--- config.mk ---
export PLATFORM = sky130hd
export DESIGN_NAME = set_store_flat
export DESIGN_NICKNAME = d
export VERILOG_FILES = /design/src/cache_pkg.sv /design/src/set_port_if.sv /design/src/set_store.sv /design/src/flat_wrapper.sv
export SDC_FILE = /design/constraint.sdc
export NUM_CORES = 2
export LEC_CHECK = 0
export BUFFER_PORTS_ARGS = -buffer_cell sky130_fd_sc_hd__buf_2
export CAP_MARGIN = 20
export CORE_MARGIN = 8
export CORE_UTILIZATION = 24
export DETAILED_ROUTE_END_ITERATION = 7
export PLACE_DENSITY_LB_ADDON = 0.15
export SLEW_MARGIN = 20
export SYNTH_ARGS = -nofsm -noshare
export SYNTH_HDL_FRONTEND = slang
export SYNTH_SLANG_ARGS = --single-unit
--- constraint.sdc ---
create_clock -name clk_50m -period 2.6 [get_ports clk_50m]
set_input_delay 0.39 -clock clk_50m [delete_from_list [all_inputs] [get_ports clk_50m]]
set_output_delay 0.39 -clock clk_50m [all_outputs]
set_load 0.1 [all_outputs]
--- src/cache_pkg.sv ---
package cache_pkg;

	localparam int addr_w = 32;
	localparam int word_w = 32;
	localparam int bytes_per_word = 4;
	localparam int words_per_line = 4;
	localparam int offset_w = 4;		// byte + word offset
	localparam int beat_w = 16;
	localparam int beats_per_line = word_w * words_per_line / beat_w;
	localparam int ways = 2;
	localparam int word_sel_w = $clog2(words_per_line);
	localparam int line_addr_w = addr_w - offset_w;

	// tag field sized for the smallest index
	localparam int min_set_bits = 2;
	localparam int tag_w = addr_w - offset_w - min_set_bits;

	typedef logic [word_w-1:0] word_t;
	typedef logic [tag_w-1:0] tag_t;

	// word 0 sits in the top bits, beat 0 is its high half
	typedef union packed {
		word_t [0:words_per_line-1] words;
		logic [0:beats_per_line-1][beat_w-1:0] beats;
	} line_u;

	typedef struct packed {
		logic valid;
		logic dirty;
		tag_t tag;
	} way_flags_t;

	typedef struct packed {
		way_flags_t [ways-1:0] way;
		logic lru;		// next victim
	} set_flags_t;

	typedef line_u [ways-1:0] set_line_t;
	typedef logic [ways-1:0][0:words_per_line-1][bytes_per_word-1:0] set_be_t;

	typedef enum logic [2:0] {
		st_idle,
		st_lookup,
		st_done,
		st_evict,
		st_fill,
		st_reread
	} ctrl_state_e;

endpackage

--- src/set_port_if.sv ---
`timescale 1ns/1ns

interface set_port_if #(
	parameter int set_bits = 4
);
	logic en;
	logic rd;
	logic wr_data;
	logic wr_flag;
	logic [set_bits-1:0] index;
	cache_pkg::set_flags_t flag_in;
	cache_pkg::set_line_t line_in;
	cache_pkg::set_be_t byte_en;
	cache_pkg::set_flags_t flag_out;		// valid one cycle after en && rd
	cache_pkg::set_line_t line_out;

	modport store (
		input en, rd, wr_data, wr_flag, index, flag_in, line_in, byte_en,
		output flag_out, line_out
	);
	modport ctrl (output en, rd, wr_data, wr_flag);
	modport merge (output flag_in, line_in, byte_en, input flag_out, line_out);
	modport decode (output index, input flag_out);

endinterface

--- src/set_store.sv ---
`timescale 1ns/1ns

module set_store #(
	parameter int set_bits = 4
) (
	input logic clk_50m,
	input logic rst_n,
	set_port_if.store port
);

	localparam int sets = 2 ** set_bits;
	localparam int line_bytes = $bits(cache_pkg::set_line_t) / 8;

	cache_pkg::set_flags_t flag_mem [sets];
	logic [8*line_bytes-1:0] line_mem [sets];
	logic [8*line_bytes-1:0] line_wr;
	logic [line_bytes-1:0] be_wr;

	assign line_wr = port.line_in;		// flat byte view
	assign be_wr = port.byte_en;

	always_ff @(posedge clk_50m, negedge rst_n) begin
		if (!rst_n) begin
			for (int i = 0; i < sets; i++)
				flag_mem[i] <= '0;
			port.flag_out <= '0;
		end else begin
			if (port.en && port.wr_flag)
				flag_mem[port.index] <= port.flag_in;
			if (port.en && port.rd)
				port.flag_out <= flag_mem[port.index];
		end
	end

	always_ff @(posedge clk_50m) begin
		if (port.en && port.wr_data) begin
			for (int b = 0; b < line_bytes; b++)
				if (be_wr[b])
					line_mem[port.index][8*b +: 8] <= line_wr[8*b +: 8];
		end
		if (port.en && port.rd)
			port.line_out <= line_mem[port.index];
	end

endmodule

--- src/flat_wrapper.sv ---
// flat-port wrapper written by rule: the top's interface ports become plain ports
module set_store_flat 
#(
	parameter int set_bits = 4
)
  (clk_50m, rst_n, port_en, port_rd, port_wr_data, port_wr_flag, port_index, port_flag_in, port_line_in, port_byte_en, port_flag_out, port_line_out);
  set_port_if #(.set_bits(set_bits)) port_i ();
  input logic clk_50m;
  input logic rst_n;
  input wire logic [$bits(port_i.en)-1:0] port_en;
  input wire logic [$bits(port_i.rd)-1:0] port_rd;
  input wire logic [$bits(port_i.wr_data)-1:0] port_wr_data;
  input wire logic [$bits(port_i.wr_flag)-1:0] port_wr_flag;
  input wire logic [$bits(port_i.index)-1:0] port_index;
  input wire logic [$bits(port_i.flag_in)-1:0] port_flag_in;
  input wire logic [$bits(port_i.line_in)-1:0] port_line_in;
  input wire logic [$bits(port_i.byte_en)-1:0] port_byte_en;
  output wire logic [$bits(port_i.flag_out)-1:0] port_flag_out;
  output wire logic [$bits(port_i.line_out)-1:0] port_line_out;
  assign port_i.en = port_en;
  assign port_i.rd = port_rd;
  assign port_i.wr_data = port_wr_data;
  assign port_i.wr_flag = port_wr_flag;
  assign port_i.index = port_index;
  assign port_i.flag_in = port_flag_in;
  assign port_i.line_in = port_line_in;
  assign port_i.byte_en = port_byte_en;
  assign port_flag_out = port_i.flag_out;
  assign port_line_out = port_i.line_out;
  set_store #(.set_bits(set_bits)) u_core (.clk_50m(clk_50m), .rst_n(rst_n), .port(port_i));
endmodule
-- Word-level counts from Yosys, hierarchy flattened
Memory sizes are Yosys's and may differ from the RTL's. A register that Yosys moved wholly into a read port is not among the register bits.
Cells that the tools add are included.
- memory bits (writable): 4096
- word-level logic and storage cells: 229
- register bits after elaboration: 969
- memories: 1
- output and inout port bits: 313
- bits of input ports: 355
- reductions and logical operators: 4
- bitwise logic cells: 1
- multiplexer cells: 102
- $lt $le $gt $ge: 2
- memories (name ; words ; bits a word ; read ports ; clocked after Yosys merged registers in ; wr ports ; line ; RTL):
    u_core.line_mem ; 16 ; 256 ; 1 ; 1 ; 1 ; set_store.sv:15 ; logic [8*line_bytes-1:0] line_mem [sets];
- operator list (operator ; number):
    bitwise mux 912 bit ; 1
    binary-select mux 57 bit (select 4 bit) ; 1
    demux 57 bit (select 4 bit) ; 1
    2-to-1 mux 57 bit ; 3
    2-to-1 mux 1 bit ; 96
    >= comparator 5 bit (second input constant) ; 1
    less-than comparator 5 x 1 -> 1 bit (second input constant) ; 1
    NOT 4 -> 5 bit ; 1
    logical AND 1 bit ; 4

-- Depth between registers and ports, before layout
- word-level depth: 6
- depth in mapped cells: 9

-- Worst setup path before layout
No wires, ideal clock.
- path type: input to register
- from: in port_rd
- to: reg u_core.port.line_out[0] (read register of u_core.line_mem) (enable)
- cell stages on the path: 4
- setup slack: -6.192 ns
- required time: 1.880 ns
- arrival time: 8.072 ns
- library setup time: 0.720 ns
- cells stage by stage: and2_1 > clkbuf_1 > clkbuf_1 > clkbuf_1
- cells in the longest elaborated chain, start to end: 1
- RTL lines (what ; line ; RTL):
    from (decl) ; flat_wrapper.sv:11 ; input wire logic [$bits(port_i.rd)-1:0] port_rd;
    logical AND 1 bit ; set_store.sv:41 ; if (port.en && port.rd)
    to (decl) ; set_port_if.sv:19 ; output flag_out, line_out
No other way between the ends.
A chain may end at the register's enable or synchronous reset.

-- Worst setup path after layout
- from: reg u_core.port.line_out[155] (read register of u_core.line_mem)
- to: out port_line_out[155]
- RTL lines (what ; line ; RTL):
    to (decl) ; flat_wrapper.sv:19 ; output wire logic [$bits(port_i.line_out)-1:0] port_line_out;
No word-level cell between the ends.

==> impl.org <==
** Status
- The flow ran to the end, and the final reports show no timing, DRC or antenna violations.

** CTS
- The clock reaches the later pin of the worst-skew pair after 1.11 ns.
- In this run the number of H-tree levels came out at 6.
- Buffers from clock root to sink, at most :: 4
- Clock tree root driver cell :: sky130_fd_sc_hd__clkbuf_16
- The number of clock buffers added by TritonCTS is 622.
- Num Clock Sinks :: 5321
- CTS tree :: done
- Clock-pin slew was measured on the worst setup and hold paths at 0.06 ns.

** Die
- The die is 943.2 microns wide.
- The die covers 889500 sq um.
- The total area inside the core boundary comes to 856800 sq um.
- In this run the count of I/O pins placed on the die edge is 668.
- The die is 943.2 microns tall.
- The initial utilization of the core area, before any placement, comes to 24.08%.
- Number of placement rows :: 340

** Yosys
- After synthesis, the most frequently instantiated cells are sky130_fd_sc_hd__edfxtp_1, sky130_fd_sc_hd__mux4_2, sky130_fd_sc_hd__dfrtp_1, sky130_fd_sc_hd__mux2_2, sky130_fd_sc_hd__nor2_1.
- Synthesized instance count :: 9581
- After synthesis the netlist holds a flip-flop and latch count of 5321.
- Post-Synthesis Net Count :: 9936
- After synthesis, flip-flops and latches occupy 75.10% of the total area.
- sky130_fd_sc_hd__edfxtp_1 takes more of the synthesized area than any other cell.
- Yosys mapped the design onto 24 distinct sky130hd cell types.
- Area of the mapped netlist :: 206300 sq um
- Fraction of post-synthesis cell area in the top cell type by area :: 63.34%
- Area contributors post-synth :: sky130_fd_sc_hd__edfxtp_1, sky130_fd_sc_hd__mux4_2, sky130_fd_sc_hd__dfrtp_1
- Number of synthesis warnings :: 0
- Summing the areas of all compound-gate instances in the mapped netlist gives 0.8066% of the synthesized area.
- Counting flops with a built-in enable in the synthesized netlist gives 4352.
- Main combinational cell family by area after synthesis :: multiplexers
- Dominant synthesized flop cell :: sky130_fd_sc_hd__edfxtp_1
- Measured against the total synthesized area, the mux share comes to 21.23%.
- Parity-gate share of the synthesized area counting xor and xnor cells :: 0%
- Of all flip-flops after synthesis, the portion carrying an async set or reset was 18.21%.
- The synthesized netlist devotes 0% of its cell area to adder and majority cells.
- Synthesized area divided by synthesized cell count :: 21.53 sq um
- The synthesized netlist devotes 1.477% of its cell area to simple gates.
- Leading cell type by number of instances after synthesis :: sky130_fd_sc_hd__edfxtp_1

** Timing
- Counting I/O delays and the setup requirement, the final critical path takes 2.480 ns.
- Number of failing hold endpoints at the final stage :: 0
- Clk_skew :: 0.08073 ns
- Measured against its own limit, the worst slew margin works out to 36.13%.
- Setup violations remaining at the end of the flow were counted as 0.
- Final Slew Violations :: 0
- Worst setup margin :: 0.1199 ns
- Dividing the final minimum period by the clock period gives 95.39%.
- Final hold analysis gives a worst-case slack of 0.1013 ns.
- Based on the critical path, the design can be clocked at up to 0.4032 GHz.
- Pin slew with the least headroom to its limit :: 0.9545 ns

** Run
- Max-cap viol count :: 0

** Critical path
- Biggest fanout along the worst timing path :: 1
- On the critical path the largest part of the delay comes from buffers and inverters.
- Worst EP arrival :: 2.09 ns
- Critical path's slowest cell :: sky130_fd_sc_hd__buf_2
- Levels on crit path :: 1
- Critical Path, Cell by Cell :: buf_2
- Start point of the critical path :: u_core.port.line_out[155]
- Buf+Inv Stages, Crit Path :: 1
- STA classifies the critical path endpoint as an output port.
- For the worst flop-to-flop path, the logic depth is 2.
- Startpoint of the worst-slack reg-to-reg timing path :: u_core.line_mem[15][245]
- Worst endpoint required time :: 2.21 ns
- STA classifies the critical path startpoint as a register.
- By startpoint and endpoint, the worst setup path is classified as register to output port.
- Largest stage delay on the critical path :: 0.50 ns

** Global route
- For this run, the total global-route usage over all layers was measured as 14.35%.
- Largest net degree at the start of global routing :: 116
- The number of antenna violations at the first check in global routing is 166.
- Number of global-route vias before repair :: 113105
- Global-route wire length before repair :: 913600 microns
- The total overflow left after global routing is 0.

** Pwr
- Summed over all cells, the static leakage comes to 0.08935 uW.
- The design draws 200600 uW.
- Total power divided by cell area :: 772.8 nW/um^2
- Maximum vdd drop :: 0.0006768 V

** Detailed routing
- Aggregate routed wire length :: 653900 microns
- The count of nets left with antenna violations once routing finished came out at 0.
- After detailed routing, the number of remaining DRC violations is 0.
- Routed vias :: 103781
- After detailed routing, the average wire length per cell comes to 27.46 microns.
- Via count normalized by instance count :: 4.357
- The first detailed-routing pass ran for 5 iterations.
- The detailed router finished its first iteration with 7699 violations.

** Worst hold path
- Hold WC Path Type :: primary input to register
- Worst hold stages :: 3
- Hold Startpoint :: port_byte_en[21]

** Layout
- Area of all placed cells without fillers :: 259600 sq um
- Relative to the synthesized area, the layout overhead comes to 25.84%.
- Net count of the finished layout :: 12189
- Share of final-layout standard cells stronger than drive strength 1 :: 41.49%
- Final standard cell count with taps included and fillers excluded :: 23817

** Placed design
- Pre-CTS WS :: -0.3017 ns
- At the end of routability-driven placement, the weighted congestion stood at 0.7430.
- Input and output buffers added on the ports amount to 667.
- Final HPWL from detailed placement :: 437600 microns
- Counting tap cells, the placed design contains a total of 22326 instances.
- Area post-placement :: 235500 sq um
placed cells by master (no fill, tap or decap), types with 38 or more instances in the layout:
master	count
sky130_fd_sc_hd__a2bb2oi_1	38
sky130_fd_sc_hd__clkbuf_16	625
sky130_fd_sc_hd__buf_4	935
sky130_fd_sc_hd__o22ai_1	114
sky130_fd_sc_hd__mux2_2	912
sky130_fd_sc_hd__clkinv_1	111
sky130_fd_sc_hd__dlygate4sd3_1	340
sky130_fd_sc_hd__nor2_1	628
sky130_fd_sc_hd__edfxtp_1	4352
sky130_fd_sc_hd__buf_2	607
sky130_fd_sc_hd__mux2i_1	342
sky130_fd_sc_hd__nand2_1	70
sky130_fd_sc_hd__a31oi_1	57
sky130_fd_sc_hd__bufinv_16	47
sky130_fd_sc_hd__mux4_2	1337
sky130_fd_sc_hd__clkinv_2	110
sky130_fd_sc_hd__buf_12	373
sky130_fd_sc_hd__dfrtp_1	968
sky130_fd_sc_hd__nand3_1	38
sky130_fd_sc_hd__clkbuf_1	115
power by group:
part	total, uW	leakage, uW	switching [uW]	internal, uW
Clock	86700	0.00990	36500	50200
Combinational	16200	0.0279	9200	7000
Sequential	97800	0.0516	1810	95900
Total	201000	0.0894	47500	153000
path summary, 6_finish.rpt:
kind	endpoint	slack (ns)
max	port_line_out[155]	0.12
min	u_core.line_mem[10][171]	0.10
max reg2reg	u_core.port.line_out[245]	0.87
min reg2reg	u_core.flag_mem[221]	0.50
max in group asynchronous	u_core.flag_mem[675]	1.32
min in group asynchronous	u_core.flag_mem[204]	0.55
sequential cells by signal, indices dropped and copies added (netlist names):
signal	cells
u_core.flag_mem	912
u_core.port.flag_out	57
u_core.line_mem	4096
u_core.port.line_out	256
logic make-up after synthesis:
logic type      after synthesis
compound gates              247
buf+inv                     638
flops                      5321
mux                        2591
simple gates                784
stage by stage:
step | util, % | TNS (ns)
CTS | 30.29 | -0.01221
detailed placement | 27.49 | -190.56
global route | 30.30 | -0.004663
floorplan | - | 0
finish | 30.30 | 0
global placement | 27.49 | -179.74
timing repair:
| action | CTS | global route |
|---|---|---|
| hold buffers | 341 | 0 |
| gates resized for setup | 70 | 0 |
| buffers inserted | 0 | 0 |
| endpoints found under the setup margin | 55 | 0 |
| hold endpoints to repair | 7338 | 0 |
cell type report:
cell class | count | area, sq um
Clock buffer | 769 | 16470
Multi-Input combinational cell | 3622 | 48800
Clock inverter | 355 | 3933
Tap cell | 11457 | 14340
Sequential cell | 5321 | 154900
Antenna cell | 26 | 65.06
Timing Repair Buffer | 2267 | 21080
Fill cell | 82979 | 597200
layer usage:
layer	global-route usage, %	wire length [microns]
met1	18.42	274500
met2	25.42	334100
met3	2.108	28240
met4	3.387	16910
met5	0	140
(Power assumes the default switching activity.)
