[config.mk]
export PLATFORM = sky130hd
export DESIGN_NAME = tag_compare_flat
export DESIGN_NICKNAME = d
export VERILOG_FILES = /design/src/cache_pkg.sv /design/src/set_port_if.sv /design/src/lookup_if.sv /design/src/tag_compare.sv /design/src/flat_wrapper.sv
export SDC_FILE = /design/constraint.sdc
export NUM_CORES = 1
export LEC_CHECK = 0
export ABC_AREA = 1
export ABC_CLOCK_PERIOD_IN_PS = 1270
export BUFFER_PORTS_ARGS = -buffer_cell sky130_fd_sc_hd__buf_4
export CORE_MARGIN = 5
export CORE_UTILIZATION = 37
export DETAILED_ROUTE_END_ITERATION = 7
export GPL_ROUTABILITY_DRIVEN = 0
export PLACE_DENSITY_LB_ADDON = 0.3
export SYNTH_ARGS = -nofsm -noshare
export SYNTH_HDL_FRONTEND = slang
export SYNTH_SLANG_ARGS = --single-unit
[constraint.sdc]
create_clock -name vclk -period 1.27
set_clock_uncertainty 0.15 [all_clocks]
set_input_delay 0.254 -clock vclk [all_inputs]
set_output_delay 0.254 -clock vclk [all_outputs]
set_load 0.03 [all_outputs]
[src/cache_pkg.sv]
package cache_pkg;

	localparam int addr_w = 32;
	localparam int word_w = 32;
	localparam int bytes_per_word = 4;
	localparam int words_per_line = 4;
	localparam int offset_w = 4;		// byte + word offset
	localparam int beat_w = 16;
	localparam int beats_per_line = word_w * words_per_line / beat_w;
	localparam int ways = 2;
	localparam int word_sel_w = $clog2(words_per_line);
	localparam int line_addr_w = addr_w - offset_w;

	// tag field sized for the smallest index
	localparam int min_set_bits = 2;
	localparam int tag_w = addr_w - offset_w - min_set_bits;

	typedef logic [word_w-1:0] word_t;
	typedef logic [tag_w-1:0] tag_t;

	// word 0 sits in the top bits, beat 0 is its high half
	typedef union packed {
		word_t [0:words_per_line-1] words;
		logic [0:beats_per_line-1][beat_w-1:0] beats;
	} line_u;

	typedef struct packed {
		logic valid;
		logic dirty;
		tag_t tag;
	} way_flags_t;

	typedef struct packed {
		way_flags_t [ways-1:0] way;
		logic lru;		// next victim
	} set_flags_t;

	typedef line_u [ways-1:0] set_line_t;
	typedef logic [ways-1:0][0:words_per_line-1][bytes_per_word-1:0] set_be_t;

	typedef enum logic [2:0] {
		st_idle,
		st_lookup,
		st_done,
		st_evict,
		st_fill,
		st_reread
	} ctrl_state_e;

endpackage

[src/set_port_if.sv]
`timescale 1ns/1ns

interface set_port_if #(
	parameter int set_bits = 4
);
	logic en;
	logic rd;
	logic wr_data;
	logic wr_flag;
	logic [set_bits-1:0] index;
	cache_pkg::set_flags_t flag_in;
	cache_pkg::set_line_t line_in;
	cache_pkg::set_be_t byte_en;
	cache_pkg::set_flags_t flag_out;		// valid one cycle after en && rd
	cache_pkg::set_line_t line_out;

	modport store (
		input en, rd, wr_data, wr_flag, index, flag_in, line_in, byte_en,
		output flag_out, line_out
	);
	modport ctrl (output en, rd, wr_data, wr_flag);
	modport merge (output flag_in, line_in, byte_en, input flag_out, line_out);
	modport decode (output index, input flag_out);

endinterface

[src/lookup_if.sv]
`timescale 1ns/1ns

interface lookup_if;
	logic hit;
	logic hit_way;
	logic victim_way;
	logic victim_dirty;
	logic [cache_pkg::line_addr_w-1:0] victim_line_addr;
	logic [cache_pkg::line_addr_w-1:0] fill_line_addr;
	cache_pkg::tag_t tag;
	logic [cache_pkg::word_sel_w-1:0] word_sel;

	modport driver (
		output hit, hit_way, victim_way, victim_dirty,
		output victim_line_addr, fill_line_addr, tag, word_sel
	);
	modport reader (
		input hit, hit_way, victim_way, victim_dirty,
		input victim_line_addr, fill_line_addr, tag, word_sel
	);

endinterface

[src/tag_compare.sv]
`timescale 1ns/1ns

module tag_compare #(
	parameter int set_bits = 4
) (
	input logic [cache_pkg::addr_w-1:0] addr,
	set_port_if.decode port,
	lookup_if.driver look
);

	localparam int tag_bits = cache_pkg::addr_w - cache_pkg::offset_w - set_bits;

	logic [tag_bits-1:0] addr_tag;
	logic [tag_bits-1:0] victim_tag;
	cache_pkg::set_flags_t flags;
	logic [cache_pkg::ways-1:0] match;

	// address split: tag | index | word | byte
	assign addr_tag = addr[cache_pkg::addr_w-1 -: tag_bits];
	assign port.index = addr[cache_pkg::offset_w +: set_bits];
	assign look.word_sel = addr[cache_pkg::offset_w-1 -: cache_pkg::word_sel_w];
	assign look.tag = cache_pkg::tag_t'(addr_tag);		// high bits stay zero

	assign flags = port.flag_out;

	always_comb begin
		for (int w = 0; w < cache_pkg::ways; w++)
			match[w] = flags.way[w].valid && (flags.way[w].tag == look.tag);
	end

	assign look.hit = |match;
	assign look.hit_way = !match[0] && match[1];	// way 0 wins a double match

	assign look.victim_way = flags.lru;
	assign look.victim_dirty = flags.way[flags.lru].valid && flags.way[flags.lru].dirty;
	assign victim_tag = flags.way[flags.lru].tag[tag_bits-1:0];

	// line numbers for the memory port
	assign look.victim_line_addr = {victim_tag, port.index};
	assign look.fill_line_addr = addr[cache_pkg::addr_w-1:cache_pkg::offset_w];

endmodule

[src/flat_wrapper.sv]
// flat-port wrapper written by rule: the top's interface ports become plain ports
module tag_compare_flat 
#(
	parameter int set_bits = 4
)
  (addr, port_index, port_flag_out, look_hit, look_hit_way, look_victim_way, look_victim_dirty, look_victim_line_addr, look_fill_line_addr, look_tag, look_word_sel);
  set_port_if #(.set_bits(set_bits)) port_i ();
  lookup_if look_i ();
  input logic [cache_pkg::addr_w-1:0] addr;
  output wire logic [$bits(port_i.index)-1:0] port_index;
  input wire logic [$bits(port_i.flag_out)-1:0] port_flag_out;
  output wire logic [$bits(look_i.hit)-1:0] look_hit;
  output wire logic [$bits(look_i.hit_way)-1:0] look_hit_way;
  output wire logic [$bits(look_i.victim_way)-1:0] look_victim_way;
  output wire logic [$bits(look_i.victim_dirty)-1:0] look_victim_dirty;
  output wire logic [$bits(look_i.victim_line_addr)-1:0] look_victim_line_addr;
  output wire logic [$bits(look_i.fill_line_addr)-1:0] look_fill_line_addr;
  output wire logic [$bits(look_i.tag)-1:0] look_tag;
  output wire logic [$bits(look_i.word_sel)-1:0] look_word_sel;
  assign port_index = port_i.index;
  assign port_i.flag_out = port_flag_out;
  assign look_hit = look_i.hit;
  assign look_hit_way = look_i.hit_way;
  assign look_victim_way = look_i.victim_way;
  assign look_victim_dirty = look_i.victim_dirty;
  assign look_victim_line_addr = look_i.victim_line_addr;
  assign look_fill_line_addr = look_i.fill_line_addr;
  assign look_tag = look_i.tag;
  assign look_word_sel = look_i.word_sel;
  tag_compare #(.set_bits(set_bits)) u_core (.addr(addr), .port(port_i), .look(look_i));
endmodule
# Word level (Yosys, flattened, before mapping)
# Index checks and enable logic that the tools add are counted.
# word_totals
elab_cells,11
register_bits,0
input_bits,89
output_inout_bits,92
# op_classes
n_reduce_logical,6
n_lt_le_gt_ge,1
n_eq_ne,2
n_mux,2
# ops
operator,count
two-way mux 28 bit,2
equality test 26 x 24 -> 1 bit,2
logical AND 1 bit,4
less-than comparator 1 x 2 -> 1 bit (second input constant),1
OR reduction 2 bit,1
logical NOT 1 bit,1

# Depth between registers and ports, before layout
# Gate-level depths: netlist (run 1).
# logic_depth
depth_word,4
depth_mapped,10
ltp_nobuf,10

# Worst setup path after synthesis (run 1)
# OpenSTA, ideal clock, no wires.
# synth_path
path_type,input-to-output
from,in port_flag_out[0]
to,out look_victim_line_addr[20]
arrival_time_ps,1256
required_ps,866
cell_stages,3
path_buffers,2
setup_slack_ps,-390
path_cell_list,buf_2 > buf_2 > o21ai_0
# synth_between
elab_chain_len,2
# synth_lines
item,line,text
start: declaration,flat_wrapper.sv:11,input wire logic [$bits(port_i.flag_out)-1:0] port_flag_out;
two-way mux 28 bit (2 in series),n/a,
end: declaration,flat_wrapper.sv:16,output wire logic [$bits(look_i.victim_line_addr)-1:0] look_victim_line_addr;
# Every way passes these cells. The select of a mux whose other input is x is not followed.

# Worst setup path after layout (run 1)
# layout_path
from,in port_flag_out[54]
to,out look_hit_way
# layout_between
elab_chain_len,3
# layout_lines
item,line,text
equality test 26 x 24 -> 1 bit,tag_compare.sv:28,match[w] = flags.way[w].valid && (flags.way[w].tag == look.tag);
logical AND 1 bit,tag_compare.sv:28,
logical AND 1 bit,tag_compare.sv:32,assign look.hit_way = !match[0] && match[1];
end: declaration,flat_wrapper.sv:13,output wire logic [$bits(look_i.hit_way)-1:0] look_hit_way;
# Every way passes these cells.

==> results of run 1 <==
synth_stat cells:
cell type	count	area (um^2)
nand2_1	139	522
clkbuf_1	1	3.75
nand4_1	1	6.26
nor2_1	20	75.1
xnor2_1	13	114
clkinv_1	1	3.75
o21ai_1	1	5.00
inv_1	56	210
o21ai_0	21	105
xor2_1	5	43.8
nor3b_1	1	7.51
buf_2	4	20.0
nor3b_2	1	12.5
nor2_2	2	12.5
inv_2	2	7.51
buf_4	65	488
nand3_1	5	25.0
conb_1	1	3.75
through the flow:
stage	power, uW	hold slack, ns	instance area, um^2
final	1370	0.358	3170
after global routing	1470	0.358	3170
after CTS	1280	0.358	2930
after detailed placement	1260	0.358	2900
after global placement	1240	0.358	2900
after floorplan	824	0.490	1810
critical path: stages:
cell	delay, ns
buf_6	0.10
nor3b_4	0.19
nand2_1	0.09
nor2_1	0.10
nand2_1	0.07
nor2_2	0.11
nand2_2	0.09
nor2_4	0.09
buf_6	0.13
per-layer routing:
layer	wire, um	track usage	part of all wire
met5	0	0	0
met1	2130	0.178	0.34
met3	444	0.0386	0.071
met2	3600	0.357	0.58
met4	70	0.00859	0.011
logic make-up (layout without fill, tap and decap cells):
logic type	after synthesis	in the layout	synth area share
compound gates	22	22	0.0661
simple gates	169	169	0.397
buf+inv	129	264	0.440
other cells	1	2	0.00225
xor+xnor	18	18	0.0947
report_power, final:
| part | internal [uW] | switching [uW] | leakage (uW) | total (uW) |
|---|---|---|---|---|
| logic | 643 | 725 | 0.00191 | 1370 |
| clock network | 0 | 0 | 0 | 0 |
| registers | 0 | 0 | 0 | 0 |
area by class of cell:
type / instances / area, um^2
inverters: 59 / 221
well taps: 52 / 65.1
repair buffers: 205 / 1710
fillers: 386 / 1180
multi-input cells: 211 / 1180
worst paths after layout:
check / start / to / slack (ns) / cells past startpoint
max: port_flag_out[54] / look_hit_way / -0.36 / 9
min: addr[3] / look_word_sel[1] / 0.36 / 0
timing repair:
| item | 4_1_cts | 5_1_grt |
|---|---|---|
| pin swaps | 1 | 22 |
| setup endpoints to repair | 21 | 17 |
| resized for setup | 10 | 52 |
| gates cloned | 0 | 2 |
==> metrics list, run 1 <==
* Vias: 2303
- In the finished design, the share of the clock period the worst path needs comes to 1.29.
- Routed wire length per instance: 11.9 um
* End-of-flow core utilization: 0.728
* Leading cell type in the layout, fill and taps excluded: buf_4
* Nature of the critical path endpoint: output port
- Of all nets on the critical path, the largest fanout is 2.
* Die Span Y: 77.1 um
* Yosys cell types: 18
* Final #Nets: 566
- After detailed routing, the number of remaining DRC violations is 0.
- Count of routing violations after the opening detailed-route iteration: 71
- For this run, the top clock speed supported by timing is 612 MHz.
- Sum of routed wire length over all layers: 6250 um
* Hold bufs inserted after CTS: 0
* Pins over their slew limit: 0
* Placed cells: 525
* Fraction of the yosys area taken by sequential cells: 0
- Prior to clock tree synthesis, the placed netlist has a worst setup slack of -0.413 ns.
* RSZ-0062 raised after global routing: yes
* Min setup slack post-route: -0.363 ns
* Final setup violation count: 2
* Largest net degree at the start of global routing: 13
* Placeable Area: 4350 um^2
- In the global route stage, overall resource usage came out at 0.172.
* FP Rows: 24
- Initial antenna violation count: 0
- Number of clock buffers in the layout: 0
- The first global-routing pass estimated 8980 um of wire.
- Remaining Overflow, GRT: 0
* Post-DRT Antenna Nets: 0
- Synth Area per Inst: 4.91 um^2
* Worst setup path class: in2out
- Final hold violations: 0
* Share of post-route cells with drive strength above 1: 0.552
- Detailed placement finished with a half-perimeter wire length of 5170 um.
* P per Cell Area: 432 nW/um^2
* Total number of sequential cells: 0
* Effective utilization at floorplan: 0.382
- The number of setup buffers added after CTS is 0.
- The worst hold path belongs to the class in2out.
- Die outline width: 77.1 um
* Count of port buffers added during placement: 157
- The first detailed-routing pass took 4 iterations.
* Area Overhead vs Synth: 90.4%
- Post-Route Setup TNS: -0.714 ns
- Total leakage power: 0.00191 uW
- In the layout the commonest cells are buf_4, nand2_1, inv_1, buf_6, o21ai_2.
* Type of element launching the critical path: input port
* Min Tclk post-route: 1.63 ns
- Arrival @ worst endpoint: 1.23 ns
- Pin placement for this block handled 181 I/O pins.
* Post-route non-filler standard cell count: 527
* Synthesized cell area: 1670 um^2
- The final reports fail on negative setup slack.
- Synthesis produced 339 cells.
- Sequential cell area in the final layout: 0 um^2
- The run finished, with violations left.
- The floorplan step defined a die boundary enclosing 5940 um^2.
* Vias in the first global route: 2121
- For the worst setup path, the data required time is 0.87 ns.
- The number of antenna diodes in the final layout is 0.
* Via-per-instance ratio: 4.37
- Maximum vdd drop: 0.279 mV
- During synthesis, Yosys emitted a total of 0 warnings.
- Max-cap violations in this run came to 0.
(Power assumes the default switching activity.)
==> run 2: changes to the inputs <==
Settings changed: GPL_TIMING_DRIVEN set to 0.
==> metrics list, run 2 (synthesis gave the netlist of run 1 again) <==
* Violated checks: negative setup slack
- Hold bufs inserted after CTS: 0
- Counting buffers and inverters, the worst setup path is 8 cells deep.
- The multi-input combinational cells in the finished layout cover a total of 1150 um^2.
* Leading cell types in the layout, fill and taps excluded: buf_4, nand2_1, inv_1, buf_6, nand2_2
- Cell chain of the critical path: buf_4, xor2_1, nor2_1, nand3_1, nor2_2, nand2_2, nor2_4, buf_6
* Min Tclk post-route: 1.62 ns
- For this block, the routed nets add up to 6860 um of wire.
- The first TritonRoute pass finished after 4 iterations.
- Leaving out fill and tap cells, the most frequent cell in the layout is buf_4.
* Die outline width: 77.1 um
- Net Sw Frac: 0.526
- First-pass GRT wire length: 10200 um
- On the critical path, the stage with the largest delay is an instance of xor2_1.
- The kind of cell with the highest combined delay along the critical path is simple AND/OR/NAND/NOR gates.
- Share of post-route cells with drive strength above 1: 0.605
- For this design the static power due to leakage is 0.00208 uW.
- Maximum fanout count along the critical path: 2
- Post-DRT Antenna Nets: 0
- Final setup violation count: 2
* Internal cell power: 716 uW
- Net switching power of the design: 793 uW
- After detailed placement, the total cell area comes to 3150 um^2.
* Fillers: 341
* Area Overhead vs Synth: 107%
- The highest layer touched by signal routing is met4.
* Number of clock buffers in the layout: 0
* Final hold violations: 0
* Largest net degree at the start of global routing: 12
- Largest stage delay on the critical path: 0.15 ns
- For this run the aggregate overflow at the end of global routing stands at 0.
- Across every metal layer, demand over resource in global routing totals 0.201.
- HP Class: in2out
- The max-slew violation total from the final report was 0.
- The critical path in this run is classified as in2out.
- Of the total power, combinational logic draws 1.000.
* Total Die Area: 5940 um^2
- Count of antenna diodes in the layout: 0
- In this run the core area contains 24 standard-cell rows.
- The initial antenna violation count was 0.
* Total number of sequential cells: 0
- Number of violations of the max-capacitance limit: 0
* Final #Nets: 605
- Together, buffers and inverters on the worst path number 2.
- For this block, wires on met1 add up to 2480 um.
* Routed wire length per instance: 12.1 um
- Count of routing violations after the opening detailed-route iteration: 76
* Design area: 3450 um^2
- Hold Path Stages: 2
- For this design the ratio of total power to cell area is 438 nW/um^2.
- After detailed routing, the met3 layer carries 581 um of wire.
* Sequential cell area in the final layout: 0 um^2
- Placeable Area: 4350 um^2
- The initial utilization of the core area, before any placement, comes to 0.382.
* Required @ worst endpoint: 0.87 ns
- Via-per-instance ratio: 4.33
- The final route contains 2449 vias.
* Min setup slack post-route: -0.351 ns
* Die Span Y: 77.1 um
* Type of element launching the critical path: input port
- End-of-flow core utilization: 0.792
* FMAX: 617 MHz
- STA classifies the critical path endpoint as an output port.
- Half-perimeter wire length of the detailed placement result: 5640 um
- The flow ran to the end, but the final reports show violations.
- Vias in the first global route: 2337
- DRC violations left: 0
* Count of pins on the block boundary: 181
- Worst slack at placement: -0.434 ns
* Arrival @ worst endpoint: 1.22 ns
- In this run the tool buffered the top-level ports with 170 buffer cells.
- Power share of the sequential group: 0
- WL met2: 3650 um
* Tcrit/Tclk final: 1.28
- Maximum vdd drop: 0.305 mV
- Total design power: 1510 uW
- RSZ-0062 raised after global routing: yes
- The share of total power dissipated in the clock network is 0.
[run 2: changes by cell type in the layout (fill, tap and decap cells not counted), sizes merged]
cell  delta
buf     +39
[run 2: path summary, 6_finish.rpt]
check / from / endpoint / slack [ns]
setup / recovery: port_flag_out[45] / look_hit_way / -0.35
hold / removal: addr[2] / look_word_sel[0] / 0.57
[run 2: what timing repair did]
| item | in CTS | in global routing |
|---|---|---|
| cloned | 1 | 1 |
| setup buffers | 0 | 2 |
| resized for setup | 26 | 52 |
| pin swaps | 3 | 30 |
| endpoints found under the setup margin | 27 | 13 |
[run 2: routing by layer]
layer  global-route usage  up-vias
li1                     -     1281
met1                0.218     1045
met2                0.395      111
met3               0.0433       12
met4               0.0378        0
met5                    0        -
[run 2: area by class of cell]
cell class	instances	area share
multi-input combinational	211	0.334
buffer	70	0.168
tap	52	0.0189
inverter	59	0.0642
timing repair buffer	174	0.416
[run 2: per-stage QoR]
stage          instances  TNS (ns)  hold WS [ns]
2_1_floorplan        340    -0.151         0.490
3_5_place_dp         562     -4.78         0.576
6_report             566    -0.688         0.574
5_1_grt              566    -0.868         0.580
3_3_place_gp         562     -4.29         0.575
4_1_cts              563    -0.678         0.576
[run 2: power by group through the flow]
| stage | clock network (uW) | registers (uW) | logic (uW) |
|---|---|---|---|
| 2_1_floorplan | 0 | 0 | 824 |
| 3_3_place_gp | 0 | 0 | 1370 |
| 5_1_grt | 0 | 0 | 1620 |
| 4_1_cts | 0 | 0 | 1450 |
| 3_5_place_dp | 0 | 0 | 1400 |
| 6_report | 0 | 0 | 1510 |
