`config.mk`:
```
export PLATFORM = sky130hd
export DESIGN_NAME = line_merge_flat
export DESIGN_NICKNAME = d
export VERILOG_FILES = /design/src/cache_pkg.sv /design/src/set_port_if.sv /design/src/lookup_if.sv /design/src/line_merge.sv /design/src/flat_wrapper.sv
export SDC_FILE = /design/constraint.sdc
export NUM_CORES = 1
export LEC_CHECK = 0
export BUFFER_PORTS_ARGS = -buffer_cell sky130_fd_sc_hd__buf_2
export CORE_AREA = 2 2 419 421
export DETAILED_ROUTE_END_ITERATION = 16
export DIE_AREA = 0 0 421 423
export GPL_TIMING_DRIVEN = 0
export PLACE_DENSITY = 0.3
export SLEW_MARGIN = 0
export SYNTH_ARGS = -nofsm -noshare
export SYNTH_HDL_FRONTEND = slang
export SYNTH_SLANG_ARGS = --single-unit
```
`constraint.sdc`:
```
create_clock -name vclk -period 2.6
set_input_delay 0.52 -clock vclk [all_inputs]
set_output_delay 0.52 -clock vclk [all_outputs]
set_load 0.05 [all_outputs]
```
`src/cache_pkg.sv`:
```
package cache_pkg;

	localparam int addr_w = 32;
	localparam int word_w = 32;
	localparam int bytes_per_word = 4;
	localparam int words_per_line = 4;
	localparam int offset_w = 4;		// byte + word offset
	localparam int beat_w = 16;
	localparam int beats_per_line = word_w * words_per_line / beat_w;
	localparam int ways = 2;
	localparam int word_sel_w = $clog2(words_per_line);
	localparam int line_addr_w = addr_w - offset_w;

	// tag field sized for the smallest index
	localparam int min_set_bits = 2;
	localparam int tag_w = addr_w - offset_w - min_set_bits;

	typedef logic [word_w-1:0] word_t;
	typedef logic [tag_w-1:0] tag_t;

	// word 0 sits in the top bits, beat 0 is its high half
	typedef union packed {
		word_t [0:words_per_line-1] words;
		logic [0:beats_per_line-1][beat_w-1:0] beats;
	} line_u;

	typedef struct packed {
		logic valid;
		logic dirty;
		tag_t tag;
	} way_flags_t;

	typedef struct packed {
		way_flags_t [ways-1:0] way;
		logic lru;		// next victim
	} set_flags_t;

	typedef line_u [ways-1:0] set_line_t;
	typedef logic [ways-1:0][0:words_per_line-1][bytes_per_word-1:0] set_be_t;

	typedef enum logic [2:0] {
		st_idle,
		st_lookup,
		st_done,
		st_evict,
		st_fill,
		st_reread
	} ctrl_state_e;

endpackage

```
`src/set_port_if.sv`:
```
`timescale 1ns/1ns

interface set_port_if #(
	parameter int set_bits = 4
);
	logic en;
	logic rd;
	logic wr_data;
	logic wr_flag;
	logic [set_bits-1:0] index;
	cache_pkg::set_flags_t flag_in;
	cache_pkg::set_line_t line_in;
	cache_pkg::set_be_t byte_en;
	cache_pkg::set_flags_t flag_out;		// valid one cycle after en && rd
	cache_pkg::set_line_t line_out;

	modport store (
		input en, rd, wr_data, wr_flag, index, flag_in, line_in, byte_en,
		output flag_out, line_out
	);
	modport ctrl (output en, rd, wr_data, wr_flag);
	modport merge (output flag_in, line_in, byte_en, input flag_out, line_out);
	modport decode (output index, input flag_out);

endinterface

```
`src/lookup_if.sv`:
```
`timescale 1ns/1ns

interface lookup_if;
	logic hit;
	logic hit_way;
	logic victim_way;
	logic victim_dirty;
	logic [cache_pkg::line_addr_w-1:0] victim_line_addr;
	logic [cache_pkg::line_addr_w-1:0] fill_line_addr;
	cache_pkg::tag_t tag;
	logic [cache_pkg::word_sel_w-1:0] word_sel;

	modport driver (
		output hit, hit_way, victim_way, victim_dirty,
		output victim_line_addr, fill_line_addr, tag, word_sel
	);
	modport reader (
		input hit, hit_way, victim_way, victim_dirty,
		input victim_line_addr, fill_line_addr, tag, word_sel
	);

endinterface

```
`src/line_merge.sv`:
```
`timescale 1ns/1ns

module line_merge (
	input logic wr,
	input cache_pkg::word_t data_in,
	input logic [cache_pkg::bytes_per_word-1:0] be,
	input cache_pkg::line_u mem_rdata,
	output cache_pkg::line_u mem_wdata,
	output cache_pkg::word_t data_out,
	set_port_if.merge port,
	lookup_if.reader look
);

	cache_pkg::set_flags_t flags_old, flags_new;
	cache_pkg::set_line_t line_old, line_new;
	cache_pkg::set_be_t be_new;

	assign flags_old = port.flag_out;
	assign line_old = port.line_out;

	always_comb begin
		flags_new = flags_old;
		line_new = line_old;
		be_new = '0;

		if (look.hit) begin
			if (wr) begin
				line_new[look.hit_way].words[look.word_sel] = data_in;
				be_new[look.hit_way][look.word_sel] = be;
				flags_new.way[look.hit_way].valid = 1'b1;
				flags_new.way[look.hit_way].dirty = 1'b1;
			end
			flags_new.lru = !look.hit_way;		// other way goes next
		end else begin
			// fill the victim way, lru untouched
			line_new[look.victim_way] = mem_rdata;
			be_new[look.victim_way] = '1;
			flags_new.way[look.victim_way].valid = 1'b1;
			flags_new.way[look.victim_way].dirty = 1'b0;
			flags_new.way[look.victim_way].tag = look.tag;
		end
	end

	assign port.flag_in = flags_new;
	assign port.line_in = line_new;
	assign port.byte_en = be_new;

	assign data_out = line_old[look.hit_way].words[look.word_sel];
	assign mem_wdata = line_old[look.victim_way];		// write-back line

endmodule

```
`src/flat_wrapper.sv`:
```
// flat-port wrapper written by rule: the top's interface ports become plain ports
module line_merge_flat 
  (wr, data_in, be, mem_rdata, mem_wdata, data_out, port_flag_in, port_line_in, port_byte_en, port_flag_out, port_line_out, look_hit, look_hit_way, look_victim_way, look_victim_dirty, look_victim_line_addr, look_fill_line_addr, look_tag, look_word_sel);
  set_port_if port_i ();
  lookup_if look_i ();
  input logic wr;
  input cache_pkg::word_t data_in;
  input logic [cache_pkg::bytes_per_word-1:0] be;
  input cache_pkg::line_u mem_rdata;
  output cache_pkg::line_u mem_wdata;
  output cache_pkg::word_t data_out;
  output wire logic [$bits(port_i.flag_in)-1:0] port_flag_in;
  output wire logic [$bits(port_i.line_in)-1:0] port_line_in;
  output wire logic [$bits(port_i.byte_en)-1:0] port_byte_en;
  input wire logic [$bits(port_i.flag_out)-1:0] port_flag_out;
  input wire logic [$bits(port_i.line_out)-1:0] port_line_out;
  input wire logic [$bits(look_i.hit)-1:0] look_hit;
  input wire logic [$bits(look_i.hit_way)-1:0] look_hit_way;
  input wire logic [$bits(look_i.victim_way)-1:0] look_victim_way;
  input wire logic [$bits(look_i.victim_dirty)-1:0] look_victim_dirty;
  input wire logic [$bits(look_i.victim_line_addr)-1:0] look_victim_line_addr;
  input wire logic [$bits(look_i.fill_line_addr)-1:0] look_fill_line_addr;
  input wire logic [$bits(look_i.tag)-1:0] look_tag;
  input wire logic [$bits(look_i.word_sel)-1:0] look_word_sel;
  assign port_flag_in = port_i.flag_in;
  assign port_line_in = port_i.line_in;
  assign port_byte_en = port_i.byte_en;
  assign port_i.flag_out = port_flag_out;
  assign port_i.line_out = port_line_out;
  assign look_i.hit = look_hit;
  assign look_i.hit_way = look_hit_way;
  assign look_i.victim_way = look_victim_way;
  assign look_i.victim_dirty = look_victim_dirty;
  assign look_i.victim_line_addr = look_victim_line_addr;
  assign look_i.fill_line_addr = look_fill_line_addr;
  assign look_i.tag = look_tag;
  assign look_i.word_sel = look_word_sel;
  line_merge u_core (.wr(wr), .data_in(data_in), .be(be), .mem_rdata(mem_rdata), .mem_wdata(mem_wdata), .data_out(data_out), .port(port_i), .look(look_i));
endmodule
```
Word level (Yosys, flattened, before mapping)
Cells that the tools add are included.
- word-level logic and storage cells: 55
- register bits after elaboration: 0
- output and inout bits: 505
- input bits: 566
- $lt $le $gt $ge: 6
- bitwise operators: 2
- mux-type cells: 43
- reduce and logical (&&, ||, !) cells: 4
- operator list (operator ; number):
    two-way mux 128 bit ; 6
    bitwise mux 256 bit ; 2
    two-way mux 256 bit ; 2
    bitwise mux 56 bit ; 5
    demux 128 bit (select 1 bit) ; 2
    two-way mux 32 bit ; 5
    demux 28 bit (select 1 bit) ; 5
    two-way mux 56 bit ; 2
    binary-select mux 32 bit (select 2 bit) ; 1
    demux 32 bit (select 2 bit) ; 1
    two-way mux 28 bit ; 2
    two-way mux 27 bit ; 2
    bitwise AND 32 bit ; 1
    demux 16 bit (select 1 bit) ; 2
    two-way mux 16 bit ; 2
    two-way mux 26 bit ; 1
    demux 4 bit (select 2 bit) ; 1
    less-than comparator 1 x 2 -> 1 bit (second input constant) ; 2
    two-way mux 4 bit ; 1
    greater-or-equal comparator 3 bit (second input constant) ; 1
    logical AND 1 bit ; 3
    less-than comparator 3 x 1 -> 1 bit (second input constant) ; 1
    NOT 2 -> 3 bit ; 1
    greater-or-equal comparator 1 bit (second input constant) ; 2
    2 further kinds ; 2

Logic depth before layout (Yosys ltp)
Gate-level depths: netlist (run 1).
- depth after elaboration: 10
- depth in mapped cells: 7
- gate-level depth less buffers: 3

Worst setup path after synthesis (run 1)
Ideal clock, no wire load.
- path type: input to output
- from: in look_word_sel[0]
- to: out port_byte_en[12]
- path buffers: 3
- data arrival time: 2.550 ns
- path slack: -0.470 ns
- stages on the path: 5
- required time: 2.080 ns
- path through: buf_6 or4b_1 buf_2 clkbuf_1 o21ai_0
- longest elaborated chain between the ends: 10
- elaborated cells on any way between the ends: 11
- classes of those cells: 2 x order compare; 6 x mux; 2 x bitwise; 1 x reduce/logical
- ends and longest elaborated chain (item ; RTL line ; text):
    from (decl) ; flat_wrapper.sv:24 ; input wire logic [$bits(look_i.word_sel)-1:0] look_word_sel;
    NOT 2 -> 3 bit (implied by the code) (*) ; line_merge.sv:29 ; be_new[look.hit_way][look.word_sel] = be;
    greater-or-equal comparator 3 bit (implied by the code) or less-than comparator 3 x 1 -> 1 bit (tied branches) ; line_merge.sv:29 ;
    logical AND 1 bit (implied by the code) ; line_merge.sv:29 ;
    two-way mux 4 bit (implied by the code) ; line_merge.sv:29 ;
    demux 4 bit (select 2 bit) (*) ; line_merge.sv:29 ;
    two-way mux 16 bit (implied by the code) (*) ; line_merge.sv:29 ;
    demux 16 bit (select 1 bit) (*) ; -- ;
    bitwise AND 32 bit (no source line) (*) ; -- ;
    two-way mux 32 bit (*) ; line_merge.sv:27 ; if (wr) begin
    two-way mux 32 bit (*) ; line_merge.sv:26 ; if (look.hit) begin
    to (decl) ; flat_wrapper.sv:14 ; output wire logic [$bits(port_i.byte_en)-1:0] port_byte_en;
Every way passes the cells marked *; elsewhere a longest branch is shown, timed or not.

Final worst setup path (run 1)
- from: in look_word_sel[0]
- to: out port_line_in[197]
- longest elaborated chain between the ends: 10
- elaborated cells on any way between the ends: 11
- classes of those cells: 2 x order compare; 7 x mux; 1 x bitwise; 1 x reduce/logical
- ends and longest elaborated chain (item ; RTL line ; text):
    NOT 2 -> 3 bit (implied by the code) (*) ; line_merge.sv:28 ; line_new[look.hit_way].words[look.word_sel] = data_in;
    greater-or-equal comparator 3 bit (implied by the code) or less-than comparator 3 x 1 -> 1 bit (tied branches) ; line_merge.sv:28 ;
    logical AND 1 bit (implied by the code) ; line_merge.sv:28 ;
    two-way mux 32 bit (implied by the code) ; line_merge.sv:28 ;
    demux 32 bit (select 2 bit) (*) ; line_merge.sv:28 ;
    two-way mux 128 bit (implied by the code) (*) ; line_merge.sv:28 ;
    demux 128 bit (select 1 bit) (*) ; -- ;
    bitwise mux 256 bit (*) ; line_merge.sv:28 ;
    two-way mux 256 bit (*) ; line_merge.sv:27 ;
    two-way mux 256 bit (*) ; line_merge.sv:26 ;
    to (decl) ; flat_wrapper.sv:13 ; output wire logic [$bits(port_i.line_in)-1:0] port_line_in;
Marked as above.

==> results.cfg, run 1 <==
[pwr]
power_leakage_uw = 0.0113
peakVddDrop_mv = 0.0994
p_seq_share_pct = 0
power_uw = 8620
clkPwrFrac_pct = 0
p_int_uw = 2780
switching_power_uw = 5840
p_per_area_nw_per_um2 = 301
p_comb_share_pct = 100.0
swShare_pct = 67.8

[grt]
grtUsageTotal_pct = 20.5
antenna_found_initial = 62
grt_first_pass_wirelength_mm = 241
grt_pass1_vias = 21100
grt_start_max_net_pins = 12
grt-ovfl-total = 0

[final_layout]
final_area_sq_um = 28600
nNetsFinal = 3541
ff_latch_area_sq_um = 0
final_util_pct = 16.5
clock_buffers = 0
n_sequential_cell = 0
drive_above_1_share_pct = 68.9
area_growth_pct = 125
fillers = 19800

[die]
rows = 153
start_util_pct = 7.35
die_w_um = 421
io_pins = 1071
core-area_sq_um = 173000
die_h_um = 423
design.die.area_sq_um = 178000

[drt]
ant_nets = 0
drt_first_pass_iters = 5
drcViolationCount = 0
vias = 21800
routedWlPerCell_um = 36.8
wl_mm = 195
vias_per_cell = 4.11
drt_iter0_markers = 1616

[synth]
ys_seq_area_share_pct = 0
syn_inst = 1932
avgSynthCellArea_sq_um = 6.59
synth_top_area_share_pct = 17.6
yosys-top-cells-area = nand2_1 (18%), mux2_2 (16%), a211oi_1 (15%)
synth_cell_type_count = 34
syn_nets = 2498
yosysWarnings = 0
synth.largest_area_cell = nand2_1
yosysMostFrequentCell = nand2_1
syn_area_sq_um = 12700
yosys-top-cells-count = nand2_1 (596), a211oi_1 (256), a31oi_1 (256)

[sta]
final-hold-violation-count = 0
hold_slack_ns = 1.40
setup_violations = 24
fin_crit_sh_pct = 102
worst_slew_margin_rel_pct = 56.7
post-route-min-period_ns = 2.64
setup_tns_ns = -0.445
slew_violations = 0
worstMarginPinSlew_ns = 0.650
clock.fmax_mhz = 378
setup_slack_ns = -0.0450
rsz0062_at_grt = yes

[critical_path]
path_delay_family = buffers and inverters
cp_slowest_cell = and4b_4
crit_type = input port to primary output
slowest_delay_ns = 0.29
path_max_fanout = 10
crit_chain = buf_12 -> buf_8 -> and4b_4 -> buf_4 -> buf_12 -> nand2_1 -> a31oi_4 -> buf_8
end_kind = primary output
cp-start-kind = input port
worst-path-buf-inv = 5
critPathRequiredTime_ns = 2.08
worst-endpoint-arrival_ns = 2.12

[worst_hold_path]
hp-start = port_flag_out[16]
min_to = port_flag_in[16]
hp-class = input port to primary output
hold_depth = 4

[placement]
gp_congestion = 0.894
hpwlAfterDp_mm = 155
dpl-instance-area_sq_um = 22300
portBuffers = 981

[status]
violations = negative setup slack
outcome = finished, violations left

[clock_network]
postCtsHoldBufs = 0

[run]
maxCapViolations = 0
-- area by class of cell --
type	count	area, sq um	share of cell area, %
Inverter	2	8.76	0.0306
Buffer	251	3260	11.4
Tap cell	2325	2910	10.2
Multi-Input combinational cell	1674	14800	51.8
Antenna cell	14	35.0	0.122
Timing Repair Buffer	1046	7580	26.5
-- power groups by stage --
stage          Combinational [uW]  Clock [uW]  Sequential [uW]
6_report                     8620    0.000593                0
5_1_grt                      8850    0.000405                0
4_1_cts                      8240           0                0
3_5_place_dp                 7290           0                0
3_3_place_gp                 7270           0                0
2_1_floorplan                4450           0                0
-- stage by stage --
step,cells,worst slack [ns]
final,5312,-0.0450
after CTS,5279,-0.0858
after global placement,5238,-1.95
after global routing,5306,-0.0842
after detailed placement,5241,-1.97
after floorplan,1932,-0.369
-- per-layer routing --
metal	routed length [um]	part of all wire [%]	vias up	GRT usage, %
met1	77100	39	11200	24.6
met4	7450	3.8	44	6.03
met5	256	0.13	-	0
met3	10500	5.4	263	2.82
li1	-	-	9196	-
met2	100000	51	1150	37.5
-- worst max path at each step --
stage,startpoint,to,cells past startpoint
2_1_floorplan,look_hit_way,port_byte_en[0],5
3_3_place_gp,look_victim_way,port_flag_in[23],8
3_5_place_dp,look_victim_way,port_flag_in[23],8
4_1_cts,look_word_sel[0],data_out[29],6
5_1_grt,look_word_sel[0],data_out[29],6
6_report,look_word_sel[0],port_line_in[197],8
-- what timing repair did --
action                                  4_1_cts  5_1_grt
setup buffers                                32        8
resized for setup                          1098      427
pin swaps                                    16       45
gates cloned                                 11       11
endpoints found under the setup margin      502      274
-- layout by cell type, fill, tap and decap left out, types with 3 or more instances in the layout --
cell and n:
buf_2 699, nand2_1 547, and2_1 255, buf_6 215, a31oi_2 202, mux2_2 170, a211oi_2 161, buf_4 148
a211oi_1 74, clkbuf_8 57, mux4_2 55, a31oi_4 52, buf_12 48, buf_8 47, nand2_2 42, clkbuf_4 31
a211oi_4 21, clkbuf_16 20, buf_16 17, o21ai_1 16, mux2_4 16, diode_2 14, o21ai_2 12, clkbuf_2 9
mux4_1 9, nand2_4 7, o21ai_0 4, nand4b_4 3, nand4bb_1 3, clkbuf_1 3, bufbuf_16 3
-- cells by family (layout without fill, tap and decap cells) --
logic type | after synthesis | count (layout) | share of synthesized area (%)
and+or+nand+nor | 874 | 874 | 31.9
AOI/OAI and AO/OA | 549 | 549 | 29.2
muxes | 251 | 251 | 28.6
other | 0 | 14 | 0
buffers and inverters | 258 | 1299 | 10.2
-- worst min-delay path, cell delays in order --
cell and delay, ns:
buf_2 0.07, nand2_1 0.04, nand2_1 0.06, buf_4 0.19
(Power assumes the default switching activity.)
==> run 2, diff against run 1 <==
--- a/config.mk
+++ b/config.mk
@@ -10,6 +10,7 @@
 export DETAILED_ROUTE_END_ITERATION = 16
 export DIE_AREA = 0 0 421 423
 export GPL_TIMING_DRIVEN = 0
+export MAX_ROUTING_LAYER = met4
 export PLACE_DENSITY = 0.3
 export SLEW_MARGIN = 0
 export SYNTH_ARGS = -nofsm -noshare
==> results.cfg, run 2 (synthesized netlist as in run 1, its figures left out) <==
[drt]
ant_nets = 0
drcViolationCount = 0
drt_first_pass_iters = 5
vias = 22100
vias_per_cell = 4.14
wl_mm = 197
drt_iter0_markers = 1821
routedWlPerCell_um = 36.8

[placement]
place.detailed.instances = 5239
gp_congestion = 0.902
pre_cts_slack_ns = -2.01
portBuffers = 981
hpwlAfterDp_mm = 155

[critical_path]
critPathRequiredTime_ns = 2.08
end_kind = primary output
crit_type = input port to primary output
worst-endpoint-arrival_ns = 2.15
path_max_fanout = 8
cp-start-kind = input port

[final_layout]
nNetsFinal = 3553
fin_cells = 5346
clock_buffers = 0
n_sequential_cell = 0
drive_above_1_share_pct = 68.1
layout_commonest_cell = buf_2
ff_latch_area_sq_um = 0
area_growth_pct = 125
fillers = 19800
most-common-layout-cells = buf_2 (690), nand2_1 (543), and2_1 (255)

[run]
maxCapViolations = 0

[die]
die_w_um = 421
io_pins = 1071
design.die.area_sq_um = 178000
rows = 153
die_h_um = 423
start_util_pct = 7.35
core-area_sq_um = 173000

[grt]
grt_first_pass_wirelength_mm = 240
grt_pass1_vias = 21100
grtUsageTotal_pct = 21.0
grt-ovfl-total = 0
antenna_found_initial = 56
grt_start_max_net_pins = 12

[clock_network]
postCtsHoldBufs = 0

[status]
violations = negative setup slack
outcome = finished, violations left

[sta]
worst_slew_margin_rel_pct = 48.0
final-hold-violation-count = 0
setup_violations = 32
rsz0062_at_grt = yes
setup_slack_ns = -0.0715
fin_crit_sh_pct = 103
slew_violations = 0
post-route-min-period_ns = 2.67
clock.fmax_mhz = 374
worstMarginPinSlew_ns = 0.781

[pwr]
peakVddDrop_mv = 0.0842
p_per_area_nw_per_um2 = 300
power_leakage_uw = 0.0114

[worst_hold_path]
hp-class = input port to primary output
==> run 2: cell types whose count changed in the layout (fill, tap and decap cells not counted), moves of 9 or more <==
cell / delta
buf_6: -30
a211oi_1: +29
buf_4: +29
diode_2: +22
a211oi_2: -17
buf_12: +13
a211oi_4: -12
a31oi_2: +11
a31oi_4: -11
nand2_4: +10
buf_2: -9
==> run 2: area by class of cell <==
cell class,instances,area [sq um],share of cell area (%)
Buffer,249,3230,11.3
Antenna cell,36,90.1,0.314
Tap cell,2325,2910,10.1
Timing Repair Buffer,1060,7820,27.3
Inverter,2,8.76,0.0306
Multi-Input combinational cell,1674,14600,51.0
==> run 2: repair_timing <==
item	CTS	global route
pin swaps	16	66
endpoints found under the setup margin	502	286
gates resized for setup	1116	374
buffers inserted	43	10
gates cloned	11	16
==> run 2: final timing paths <==
| kind | startpoint | endpoint | slack (ns) | cells past startpoint |
|---|---|---|---|---|
| min | port_flag_out[10] | port_flag_in[10] | 1.39 | 4 |
| max | look_word_sel[0] | port_line_in[115] | -0.07 | 8 |
==> run 2: layer usage <==
metal  GRT usage [%]  vias to the layer above  part of all wire [%]
li1                -                     9267                     -
met1            24.7                    11500                    40
met2            37.5                     1122                    51
met3            2.70                      210                   5.1
met4            5.41                        0                   3.3
met5               -                        -                     0
==> run 2: critical path, cell delays in order <==
cell       delay (ns)
buf_12           0.12
buf_4            0.15
or4b_4           0.50
buf_12           0.18
clkbuf_16        0.23
nand2_4          0.09
a31oi_4          0.12
buf_6            0.19
==> run 2: per-stage QoR <==
step / hold slack (ns) / setup TNS (ns) / utilization (%) / area (sq um) / power [uW]
after detailed placement: 1.42 / -637.83 / 12.8 / 22300 / 7280
after CTS: 1.39 / -2.17 / 15.4 / 26700 / 8270
after global routing: 1.41 / -1.41 / 16.5 / 28600 / 8820
final: 1.39 / -0.807 / 16.5 / 28700 / 8610
after floorplan: 1.31 / -1.62 / - / 14400 / 4450
after global placement: 1.43 / -627.04 / 12.8 / 22200 / 7270
==> run 2: where the power goes <==
part	internal (uW)	total (uW)	switching, uW	leakage, uW
Combinational	2790	8610	5820	0.0114
Clock	0.00172	0.00172	0	0.000000231
Sequential	0	0	0	0
Total	2790	8610	5820	0.0114
